### src/dcache_config.svh
////////////////////////////////////////
// data cache geometry and bus widths
// 2 ways x 16 sets x 16 byte lines
////////////////////////////////////////
`ifndef DCACHE_CONFIG_SVH
`define DCACHE_CONFIG_SVH

`define DC_ADDR_W   32   // cpu and memory address
`define DC_DATA_W   64   // one doubleword, one memory beat
`define DC_LINE_W   128  // two beats per line
`define DC_WAYS     2
`define DC_SETS     16
`define DC_INDEX_W  4
`define DC_OFFSET_W 4    // byte inside the line
`define DC_TAG_W    24   // addr - index - offset
`define DC_WAY_W    1    // way number width
`define DC_CNT_W    32   // hit and miss counters

`endif

### src/dcache_pkg.sv
////////////////////////////////////////
// shared types for the data cache
////////////////////////////////////////
`default_nettype none
`include "dcache_config.svh"

package dcache_pkg;

    typedef enum logic [1:0] {
        SZ_B,  // 1 byte
        SZ_H,  // 2 bytes
        SZ_W,  // 4 bytes
        SZ_D   // 8 bytes
    } dc_size_e;

    typedef struct packed {
        logic [`DC_ADDR_W-1:0] addr;
        logic                  we;     // 1 store, 0 load
        dc_size_e              size;
        logic [`DC_DATA_W-1:0] wdata;  // right aligned
    } cpu_req_t;

    // one 64-bit memory beat
    typedef struct packed {
        logic [`DC_ADDR_W-1:0] addr;   // beat aligned
        logic                  we;
        logic [`DC_DATA_W-1:0] wdata;
    } mem_req_t;

    typedef enum logic [2:0] {
        ST_IDLE, ST_LOOKUP, ST_WBACK, ST_REFILL, ST_DONE, ST_RELEASE
    } dc_state_e;

    typedef enum logic {
        BURST_REFILL,
        BURST_WBACK
    } dc_burst_e;

endpackage

`default_nettype wire

### src/dcache_mem_port.sv
////////////////////////////////////////
// two beat burst sequencer
// refill and write-back over req/ack
////////////////////////////////////////
`timescale 1ns/1ns
`default_nettype none
`include "dcache_config.svh"

module dcache_mem_port (
    input  logic                   clk,
    input  logic                   rst,
    input  logic                   start_i,
    input  dcache_pkg::dc_burst_e  kind_i,
    input  logic [`DC_ADDR_W-1:0]  line_addr_i,
    input  logic [`DC_LINE_W-1:0]  wb_line_i,
    output dcache_pkg::mem_req_t   mem_req_o,
    output logic                   mem_req_valid_o,
    input  logic                   mem_ack_i,
    input  logic [`DC_DATA_W-1:0]  mem_rdata_i,
    output logic                   done_o,
    output logic [`DC_LINE_W-1:0]  refill_line_o
);
    logic                   busy_q;
    logic                   valid_q;
    logic                   beat_q;    // 0 low doubleword, 1 high
    logic                   done_q;
    dcache_pkg::dc_burst_e  kind_q;
    logic [`DC_ADDR_W-1:0]  addr_q;
    logic [`DC_LINE_W-1:0]  line_q;    // write-back data, then refill data

    always_ff @(posedge clk) begin
        if (rst) begin
            busy_q  <= 1'b0;
            valid_q <= 1'b0;
            beat_q  <= 1'b0;
            done_q  <= 1'b0;
        end else begin
            done_q <= 1'b0;
            if (start_i) begin
                busy_q  <= 1'b1;
                valid_q <= 1'b1;
                beat_q  <= 1'b0;
            end else if (valid_q) begin
                if (mem_ack_i) valid_q <= 1'b0;   // phase 2 seen, drop req
            end else if (busy_q && !mem_ack_i) begin  // ack gone, beat closed
                if (beat_q) begin
                    busy_q <= 1'b0;
                    done_q <= 1'b1;
                end else begin
                    beat_q  <= 1'b1;
                    valid_q <= 1'b1;
                end
            end
        end
    end

    always_ff @(posedge clk) begin
        if (start_i) begin
            kind_q <= kind_i;
            addr_q <= line_addr_i;
            line_q <= wb_line_i;
        end else if (valid_q && mem_ack_i && kind_q == dcache_pkg::BURST_REFILL) begin
            if (beat_q) line_q[`DC_DATA_W +: `DC_DATA_W] <= mem_rdata_i;
            else        line_q[0 +: `DC_DATA_W]          <= mem_rdata_i;
        end
    end

    always_comb begin
        mem_req_o.addr  = {addr_q[`DC_ADDR_W-1:`DC_OFFSET_W], beat_q,
                           {(`DC_OFFSET_W-1){1'b0}}};  // line + 0 or + 8
        mem_req_o.we    = (kind_q == dcache_pkg::BURST_WBACK);
        mem_req_o.wdata = beat_q ? line_q[`DC_DATA_W +: `DC_DATA_W] : line_q[0 +: `DC_DATA_W];
    end

    assign mem_req_valid_o = valid_q;
    assign done_o          = done_q;
    assign refill_line_o   = line_q;

    a_req_stable: assert property (@(posedge clk) disable iff (rst)
        (mem_req_valid_o && $past(mem_req_valid_o)) |-> $stable(mem_req_o))
        else $error("mem request changed while valid");

endmodule

`default_nettype wire

### config.mk
export PLATFORM = sky130hd
export DESIGN_NAME = dcache_mem_port
export DESIGN_NICKNAME = d
export VERILOG_FILES = /design/src/dcache_pkg.sv /design/src/dcache_mem_port.sv
export VERILOG_INCLUDE_DIRS = /design/src
export SDC_FILE = /design/constraint.sdc
export NUM_CORES = 1
export LEC_CHECK = 0
export BUFFER_PORTS_ARGS = -buffer_cell sky130_fd_sc_hd__buf_2
export CORE_AREA = 2 2 177 179
export CTS_CLUSTER_DIAMETER = 80
export DETAILED_ROUTE_END_ITERATION = 12
export DIE_AREA = 0 0 179 181
export SLEW_MARGIN = 10
export SYNTH_ARGS = -nofsm -noshare
export SYNTH_HDL_FRONTEND = slang
export SYNTH_SLANG_ARGS = --single-unit
### constraint.sdc
create_clock -name clk -period 2.45 [get_ports clk]
set_input_delay 0 -clock clk [delete_from_list [all_inputs] [get_ports clk]]
set_output_delay 0 -clock clk [all_outputs]
set_load 0.02 [all_outputs]
# Word-level counts from Yosys, hierarchy flattened
# Cells that the tools add are included.
[word_totals]
reg_bits = 165
latchBits = 0
mem_bits_rw = 0
rom_bits = 0
wordCells = 41
memories = 0
[classes]
n_addsub = 0
n_mul = 0
div = 0
magnitude_cmp = 0
n_eq_ne = 2
shift = 0
muxes = 15
n_bitwise = 3
reduce_logical = 13
[op_table]
columns = ["op", "n"]
rows = [
  ["$mux 128", 2],
  ["$mux 64", 3],
  ["$mux 1", 10],
  ["$reduce_and 2->1", 3],
  ["$reduce_bool 2->1", 3],
  ["$ne 2x2->1 const B", 2],
  ["$reduce_or 4->1", 1],
  ["$logic_and 1x1->1", 3],
  ["$not 1->1", 3],
  ["$reduce_and 3->1", 1],
  ["$reduce_or 2->1", 1],
  ["$logic_not 1->1", 1],
]

# Depth between registers and ports, before layout
# Gate-level depths: netlist of the first run.
[logic_depth]
ltp_word = 5
depth_mapped = 6

# Least setup slack after synthesis of the first run
# Ideal clock, no wire load.
[synth_path]
path_kind = "flip-flop to flip-flop"
startpoint = "register beat_q"
endpoint = "register line_q[100], in the netlist refill_line_o[100] (enable)"
t_arrival_ns = 2.216
setup_slack_ns = -0.191
stages_incl_launch_ff = 4
path_buffers = 2
cell_sequence = "dfxtp_1 -> buf_4 -> buf_6 -> a41o_1"
[synth_between]
elab_chain_len = 2
[synth_rtl]
columns = ["element", "line", "rtl"]
rows = [
  ["start, declared", "dcache_mem_port.sv:25", "logic beat_q;"],
  ["start signal, assigned", "dcache_mem_port.sv:35", "beat_q <= 1'b0;"],
  ["start signal, assigned", "dcache_mem_port.sv:42", "beat_q <= 1'b0;"],
  ["start signal, assigned", "dcache_mem_port.sv:50", "beat_q <= 1'b1;"],
  ["$reduce_bool 2->1 (no line)", "--", ""],
  ["$reduce_and 2->1 (no line)", "--", ""],
  ["end signal, assigned", "dcache_mem_port.sv:61", "line_q <= wb_line_i;"],
  ["end signal, assigned by index", "dcache_mem_port.sv:63", "if (beat_q) line_q[`DC_DATA_W +: `DC_DATA_W] <= mem_rdata_i;"],
  ["end signal, assigned by index", "dcache_mem_port.sv:64", "else line_q[0 +: `DC_DATA_W] <= mem_rdata_i;"],
  ["end, declared", "dcache_mem_port.sv:29", "logic [`DC_LINE_W-1:0] line_q;"],
]
# Every way passes these cells.
# A chain may end at the register's enable or synchronous reset.

# Final worst setup path of the first run
[layout_path]
startpoint = "input port start_i"
endpoint = "register line_q[37], in the netlist refill_line_o[37] (data pin)"
[layout_between]
elab_chain_len = 1
[layout_rtl]
columns = ["element", "line", "rtl"]
rows = [
  ["start, declared", "dcache_mem_port.sv:12", "input logic start_i,"],
  ["$mux 128", "dcache_mem_port.sv:58", "if (start_i) begin"],
]
# Every way passes these cells.

==> flow_summary.json, run 1 <==
{
  "synth_top_cells_by_area": "edfxtp_1, nand2_1, mux2_4, mux2_2, buf_4",
  "final.period_utilization_pct": 84.0,
  "rows": 64,
  "dpl_cell_area_sq_mm": 0.00981,
  "ys.flop_type": "edfxtp_1",
  "drt_first_pass_iters": 5,
  "clkSlewWorstSetupHoldPaths_ns": 0.07,
  "violations": "hold timing",
  "multiInputGateArea_sq_mm": 0.00213,
  "fmax_ghz": 0.486,
  "hpwl_mm": 18.9,
  "grt_pass1_wl_mm": 40.1,
  "synth-seq-cells": 161,
  "initial_core_util_pct": 23.5,
  "h-tree-depth": 4,
  "timing.final.ws_setup_ns": 0.393,
  "overflow": 0,
  "syn_avg_cell_area_sq_um": 12.0,
  "reg2reg_to": "busy_q",
  "cts_tree": "yes",
  "cts.sinks": 161,
  "first_iter_violations": 276,
  "peakVddDrop_uv": 326,
  "worst_slew_pin_slew_ns": 0.642,
  "reg2reg_depth": 3,
  "p_leak_nw": 6.32,
  "synthArstFlopShare_pct": 0,
  "fin_area_sq_mm": 0.0132,
  "final_util_pct": 43.6,
  "rsz0062_at_grt": "false",
  "grt_usage_pct": 16.4,
  "worst_hold_path_type": "in -> reg",
  "synth_top_area_share_pct": 66.2,
  "worstPathMaxFanout": 28,
  "synth_cell_types": 20,
  "yosysMostFrequentCell": "nand2_1",
  "whs_ns": -0.00589,
  "die_h_microns": 181,
  "wl_per_cell_microns": 16.1,
  "die_w_microns": 179,
  "root_buffer": "clkbuf_16",
  "ys_seq_area_share_pct": 67.3,
  "grt_pass1_vias": 7696,
  "critPathLaunchType": "primary input",
  "hold_viol_final": 1,
  "finalSetupViolCount": 0,
  "vias": 7368,
  "syn-cell-area_sq_mm": 0.00712,
  "r2r_start": "beat_q",
  "route.detailed.drc": 0,
  "ioPinCount": 456,
  "fin_crit_ns": 2.06,
  "hold_start": "wb_line_i[127]",
  "postCtsResizedCells": 0,
  "synth_cells": 594,
  "die_area_sq_mm": 0.0324,
  "cap_violations": 0,
  "critPathArrivalTime_ns": 2.34,
  "synth_edf_count": 157,
  "holdPathStages": 3,
  "cts_setup_buffers": 0,
  "critical_path_required_ns": 2.74,
  "syn2layout_area_growth_pct": 85.7,
  "final.setup.tns_ns": 0,
  "drive_gt1_share_pct": 41.8,
  "endpoint_kind": "register",
  "post-place-ws_ns": 0.836,
  "yosys-top-cells-count": "nand2_1, edfxtp_1, mux2_2",
  "hold_buffers": 285,
  "nets": 1553,
  "rrSetupSlack_ns": 0.81,
  "yosysTopAreaCell": "edfxtp_1",
  "max_slew_margin_pct": 57.2,
  "antenna_found_initial": 2,
  "cts_made_buffers": 17,
  "worstSkewPairLatency_ns": 0.43,
  "fillers": 2823,
  "clk_path_buf_depth": 2,
  "min_to": "refill_line_o[127]",
  "core-area_sq_mm": 0.0303,
  "vias_per_cell": 4.24,
  "clock-skew-final_ns": 0.0115,
  "status": "finished, violations left",
  "regArea_sq_mm": 0.00480,
  "wirelength_mm": 27.9,
  "portBuffers": 448,
  "gp_congestion": 0.800,
  "critical_path_class": "in -> reg",
  "yosysWarnings": 0,
  "pwr_density_cell_mw_per_mm2": 585,
  "ant_nets": 0,
  "finalMaxSlewViolations": 0,
  "grt_max_degree": 100
}
==> cell type report <==
cell class	count	share of cell area, %
well taps	396	3.75
repair buffers	743	39.5
diodes	3	0.0568
clock inverters	14	0.918
flip-flops and latches	161	36.3
inverters	3	0.0852
multi-input cells	398	16.1
clock buffers	18	3.25
==> per-stage QoR <==
step	power, mW	cells
2_1_floorplan	4.18	596
3_3_place_gp	4.77	1416
3_5_place_dp	4.79	1416
4_1_cts	7.78	1733
5_1_grt	8.07	1735
6_report	7.73	1736
==> how the worst max path moves through the flow <==
stage / slack, ns / end / from
final: 0.39 / refill_line_o[37] / start_i
after floorplan: 0.48 / refill_line_o[100] / beat_q
after global routing: 0.32 / refill_line_o[97] / start_i
after global placement: 0.85 / refill_line_o[114] / kind_q
after CTS: 0.44 / refill_line_o[97] / start_i
after detailed placement: 0.84 / refill_line_o[114] / kind_q
==> power breakdown <==
part | total [mW] | internal [mW] | switching (mW)
logic | 1.77 | 0.866 | 0.908
registers | 3.40 | 3.28 | 0.117
clock network | 2.56 | 1.34 | 1.23
==> cell families after synthesis <==
logic type	after synthesis	share of synthesized area, %
flip-flops	161	67.3
multiplexers	64	11.6
buffers and inverters	37	3.15
AO/OA/AOI/OAI	6	0.668
other	1	0.0527
AND/OR/NAND/NOR	325	17.2
==> worst max-delay path, stage by stage <==
cell           delay, ns
dlygate4sd3_1       0.57
buf_6               0.18
inv_2               0.45
buf_12              0.26
nand2_1             0.19
nand2_1             0.10
dlygate4sd3_1       0.55
==> placed cells by master (no fill, tap or decap), types with 2 or more instances in the layout <==
cell type and instances:
mux2_2 36, buf_4 6, dlygate4sd3_1 285, buf_2 447
inv_6 5, clkinv_4 3, nor2_1 2, inv_2 2
conb_1 3, inv_8 3, mux2_4 28, dfxtp_1 3
clkbuf_16 17, diode_2 3, nand2_1 321, a41o_4 2
edfxtp_1 157, clkinv_2 2, buf_12 4
==> state kept, by name, summed over array words and instances (netlist names) <==
signal	count
mem_req_valid_o	1
busy_q	1
addr_q	28
beat_q	1
done_o	1
refill_line_o	128
kind_q	1
==> routing by layer <==
metal	track usage (%)	share of wire, %	vias up
li1	-	-	3473
met1	16.1	36	3502
met2	31.3	53	359
met3	4.84	8.2	34
met4	7.02	2.5	0
met5	0	0	-
(Power assumes the default switching activity.)
==> run 2, diff against run 1 <==
--- a/config.mk
+++ b/config.mk
@@ -6,11 +6,12 @@
 export SDC_FILE = /design/constraint.sdc
 export NUM_CORES = 1
 export LEC_CHECK = 0
+export ABC_AREA = 1
 export BUFFER_PORTS_ARGS = -buffer_cell sky130_fd_sc_hd__buf_2
-export CORE_AREA = 2 2 177 179
+export CORE_AREA = 2 2 176 178
 export CTS_CLUSTER_DIAMETER = 80
 export DETAILED_ROUTE_END_ITERATION = 12
-export DIE_AREA = 0 0 179 181
+export DIE_AREA = 0 0 178 180
 export SLEW_MARGIN = 10
 export SYNTH_ARGS = -nofsm -noshare
 export SYNTH_HDL_FRONTEND = slang
==> constraint.sdc (replaced) <==
create_clock -name clk -period 2.15 [get_ports clk]
set_input_delay 0 -clock clk [delete_from_list [all_inputs] [get_ports clk]]
set_output_delay 0 -clock clk [all_outputs]
set_load 0.02 [all_outputs]
==> run 2 against run 1 <==
The run now ends clean; critical path type is now reg -> reg; final cell count increased by 7.4%; synthesized area fell by 1.3%; clock skew shrank 0.0039 ns; sequential share of layout area grew 0.29 points; sequential power increased by 14%; critical path depth fell by 2.
==> flow_summary.json, run 2 <==
{
  "yosysMostFrequentCell": "nand2_1",
  "final_cells": 1864,
  "fmax_ghz": 0.514,
  "portBuffers": 448,
  "final_common_cell": "nand2_1",
  "whs_ns": 0.0468,
  "h-tree-depth": 4,
  "cts_tree": "yes",
  "cap_violations": 0,
  "worstPathMaxFanout": 39,
  "die_h_microns": 180,
  "drt_first_pass_iters": 5,
  "post-place-ws_ns": 0.484,
  "ant_nets": 0,
  "endpoint_kind": "register",
  "synth-seq-cells": 161,
  "synthArstFlopShare_pct": 0,
  "wl_per_cell_microns": 15.1,
  "yosysWarnings": 0,
  "syn-cell-area_sq_mm": 0.00703,
  "synth_top_area_share_pct": 67.1,
  "root_buffer": "clkbuf_16",
  "final_util_pct": 43.5,
  "ioPinCount": 456,
  "p_leak_nw": 6.52,
  "status": "complete, no violations",
  "final.setup.tns_ns": 0,
  "gp_congestion": 0.877,
  "critPathArrivalTime_ns": 2.26,
  "initial_core_util_pct": 23.3,
  "clock-skew-final_ns": 0.00752,
  "clkSlewWorstSetupHoldPaths_ns": 0.07,
  "yosysTopAreaCell": "edfxtp_1",
  "final.period_utilization_pct": 90.5,
  "largest_reg_flops": 128,
  "critPathLaunchType": "register",
  "clk_path_buf_depth": 2,
  "grt_pass1_wl_mm": 40.6,
  "finalMaxSlewViolations": 0,
  "grt_usage_pct": 16.7,
  "dpl_cell_area_sq_mm": 0.00972,
  "worst_hold_path_type": "in -> reg",
  "nets": 1683,
  "synth_top_cells_by_area": "edfxtp_1, nand2_1, buf_2, dfxtp_1, buf_4",
  "die_area_sq_mm": 0.0320,
  "cts_setup_buffers": 0,
  "antenna_found_initial": 2,
  "p_total_mw": 8.90,
  "syn2layout_area_growth_pct": 86.6,
  "vias": 7886,
  "synth_cell_types": 17,
  "yosys-top-cells-count": "nand2_1, edfxtp_1, buf_2",
  "vias_per_cell": 4.23,
  "grt_pass1_vias": 7700,
  "max_slew_margin_pct": 51.9,
  "drive_gt1_share_pct": 33.7,
  "worstSkewPairLatency_ns": 0.43,
  "critical_path_class": "reg -> reg",
  "hpwl_mm": 18.6,
  "fin_crit_ns": 1.95,
  "timing.final.ws_setup_ns": 0.204,
  "finalSetupViolCount": 0,
  "hold_viol_final": 0,
  "route.detailed.drc": 0,
  "first_iter_violations": 486,
  "fin_area_sq_mm": 0.0131,
  "peakVddDrop_uv": 454,
  "ys_seq_area_share_pct": 68.2,
  "pwr_density_cell_mw_per_mm2": 678,
  "syn_avg_cell_area_sq_um": 9.56,
  "grt_max_degree": 160,
  "critical_path_required_ns": 2.46,
  "final_cell_mix": "nand2_1, buf_2, dlygate4sd3_1",
  "worst_slew_pin_slew_ns": 0.722,
  "wirelength_mm": 28.2,
  "die_w_microns": 178,
  "ys.flop_type": "edfxtp_1",
  "cts.sinks": 161,
  "dp.cells": 1550,
  "core-area_sq_mm": 0.0302,
  "rows": 64,
  "synth_cells": 735,
  "rsz0062_at_grt": "false",
  "cts_made_buffers": 17,
  "synth_edf_count": 157,
  "overflow": 0
}
[run 2: cell types whose count changed in the layout (fill, tap and decap cells not counted), sizes merged, moves of 3 or more]
cell,change
mux2,-64
nand2,+195
nor2,+3
inv,-4
dlygate4sd3,-4
[run 2: layer usage]
layer  routed length (microns)  global-route usage (%)  up-vias
met3                      1930                    3.72       57
met5                         8                       0        -
met1                     11100                    18.3     3663
met4                       847                    7.02        2
met2                     14300                    30.5      384
li1                          -                       -     3780
[run 2: cells by family after synthesis]
| logic type | share of synthesized area (%) |
|---|---|
| buffers and inverters | 3.20 |
| DFF | 68.2 |
| AOI/OAI and AO/OA | 0.320 |
| and+or+nand+nor | 28.2 |
| other | 0.0534 |
[run 2: power by group]
part           internal (mW)  switching (mW)  total [mW]
clock                   1.72            1.33        3.05
combinational          0.910            1.07        1.98
sequential              3.73           0.135        3.87
total                   6.37            2.53        8.90
[run 2: layout make-up]
class                      count  area (sq um)
fill                        2845         17100
timing repair buffer         739          5190
sequential                   161          4800
antenna                        1          2.50
clock buffer                  17           425
inverter                       3          11.3
multi-input combinational    532          2040
tap                          396           495
clock inverter                15           156
[run 2: repair_timing]
item                                    4_1_cts  5_1_grt
resized for setup                             0        1
hold buffers                                281        0
endpoints found under the setup margin        0        1
hold endpoints to repair                    160        0
[run 2: path summary, 6_finish.rpt]
kind                      start  cells past startpoint  slack, ns                 to
setup / recovery         beat_q                      5       0.20    mem_req_valid_o
hold / removal    wb_line_i[65]                      3       0.05  refill_line_o[65]
setup reg to reg         beat_q                      5       0.20    mem_req_valid_o
hold reg to reg          busy_q                      2       0.55             busy_q
[run 2: critical path, stage by stage (launching register included)]
cell	delay, ns
dfxtp_4	0.62
buf_6	0.41
nor2_1	0.09
nor2_1	0.10
nor2_1	0.04
dlygate4sd3_1	0.54
==> run 3, diff against run 2 <==
--- a/config.mk
+++ b/config.mk
@@ -12,6 +12,7 @@
 export CTS_CLUSTER_DIAMETER = 80
 export DETAILED_ROUTE_END_ITERATION = 12
 export DIE_AREA = 0 0 178 180
+export PLACE_DENSITY = 0.46
 export SLEW_MARGIN = 10
 export SYNTH_ARGS = -nofsm -noshare
 export SYNTH_HDL_FRONTEND = slang
==> run 3 against run 2 <==
Clock power increased by 12%; maximum frequency decreased by 0.48%; final cell count increased by 0.11%; global-route usage increased by 0.54 points; register-to-register slack improved by 0.20 ns; sequential power about the same; hold slack improved by 0.24 ns; critical path depth increased by 2; power increased by 4.0%; first-iteration DRC count decreased by 28%; clock skew decreased by 0.0011 ns; critical path type is now in -> reg; critical endpoint is now refill_line_o[121]; largest power group unchanged.
==> flow_summary.json, run 3 (same netlist as run 2, synthesis figures left out) <==
{
  "status": "complete, no violations",
  "critPathLaunchType": "primary input",
  "overflow": 0,
  "drive_gt1_share_pct": 33.3,
  "finalSetupViolCount": 0,
  "initial_core_util_pct": 23.3,
  "cts_made_buffers": 17,
  "syn2layout_area_growth_pct": 88.2,
  "cap_violations": 0,
  "final.period_utilization_pct": 91.0,
  "portBuffers": 448,
  "regArea_sq_mm": 0.00480,
  "p_leak_nw": 6.58,
  "pwr_density_cell_mw_per_mm2": 700,
  "h-tree-depth": 4,
  "route.detailed.drc": 0,
  "grt_usage_pct": 17.2,
  "core-area_sq_mm": 0.0302,
  "hpwl_mm": 18.5,
  "critical_path_class": "in -> reg",
  "die_area_sq_mm": 0.0320,
  "worstPathMaxFanout": 47,
  "critPathArrivalTime_ns": 2.13,
  "root_buffer": "clkbuf_16",
  "endpoint_kind": "register",
  "worst_slew_pin_slew_ns": 0.598,
  "max_slew_margin_pct": 60.1,
  "rsz0062_at_grt": "false",
  "drt_first_pass_iters": 5,
  "grt_pass1_wl_mm": 42.2,
  "vias": 7767,
  "rows": 64,
  "wirelength_mm": 28.1,
  "final_common_cell": "nand2_1",
  "final_cell_mix": "nand2_1, buf_2, dlygate4sd3_1",
  "crit_path_top_delay_cell": "dlygate4sd3_1",
  "cts_tree": "yes",
  "crit_path_cell_trace": "dlygate4sd3_1, buf_6, inv_2, buf_6, nand2_1, nand2_1, dlygate4sd3_1",
  "nets": 1687,
  "ioPinCount": 456,
  "ant_nets": 0,
  "grt_pass1_vias": 7906,
  "largest_reg_flops": 128,
  "fin_crit_ns": 1.96,
  "post-place-ws_ns": 0.467,
  "antenna_found_initial": 0,
  "peakVddDrop_uv": 450,
  "worstSkewPairLatency_ns": 0.42,
  "gp_congestion": 0.773,
  "whs_ns": 0.282,
  "finalMaxSlewViolations": 0,
  "diodes": 0,
  "vias_per_cell": 4.16,
  "die_h_microns": 180,
  "hold_viol_final": 0,
  "die_w_microns": 178,
  "worst_hold_path_type": "in -> reg",
  "cts.sinks": 161,
  "clkSlewWorstSetupHoldPaths_ns": 0.06,
  "multiInputGateArea_sq_mm": 0.00204,
  "clock-skew-final_ns": 0.00641,
  "first_iter_violations": 348,
  "wl_per_cell_microns": 15.1,
  "fmax_ghz": 0.511,
  "critical_path_required_ns": 2.32,
  "timing.final.ws_setup_ns": 0.194,
  "grt_max_degree": 129,
  "crit_path_max_incr_delay_ns": 0.56,
  "clk_path_buf_depth": 2,
  "fillers": 3004
}
-- run 3: cell count changes in the layout (fill, tap and decap cells not counted), sizes merged --
cell,change
clkinvlp,-3
inv,-4
diode,-1
clkinv,-1
clkbuf,+3
buf,-1
bufinv,+4
dlygate4sd3,+5
-- run 3: worst paths after layout --
check                  startpoint                 end  slack, ns  cells past startpoint
setup reg to reg           beat_q     mem_req_valid_o       0.40                      5
hold reg to reg            busy_q              busy_q       0.55                      2
hold / removal    line_addr_i[13]          addr_q[13]       0.28                      2
setup / recovery          start_i  refill_line_o[121]       0.19                      7
-- run 3: layout make-up --
class,count,area share [%]
Timing Repair Buffer,743,39.6
Clock inverter,11,1.60
Sequential cell,161,36.3
Tap cell,396,3.75
Multi-Input combinational cell,532,15.4
Clock buffer,20,3.30
Inverter,3,0.0852
-- run 3: metal layers --
metal	vias to the layer above	wire, microns	track usage (%)
met5	-	0	0
met2	315	14300	31.7
met3	38	1670	3.66
li1	3790	-	-
met1	3624	11500	19.5
met4	0	642	5.84
-- run 3: what timing repair did --
item	in CTS	in global routing
endpoints found under the setup margin	0	17
buffers inserted	0	0
hold endpoints to repair	186	0
hold buffers	286	0
resized for setup	0	1
-- run 3: worst max-delay path: cells and delay by family --
kind	cells	cell delay, ns
buffers and inverters	5	1.83
AND/OR/NAND/NOR	2	0.23
-- run 3: report_power, final --
group	internal [mW]	total, mW	switching (mW)
sequential	3.74	3.85	0.119
clock	2.17	3.41	1.24
combinational	0.915	1.98	1.07
total	6.82	9.25	2.43
-- run 3: through the flow --
step	util, %	power, mW	area, sq um	cells	setup TNS [ns]
floorplan	-	4.71	7040	737	-78.45
global placement	32.2	5.41	9710	1549	0
detailed placement	32.2	5.42	9710	1549	0
CTS	43.8	9.36	13200	1866	0
global route	43.8	9.66	13200	1866	0
finish	43.8	9.25	13200	1866	0
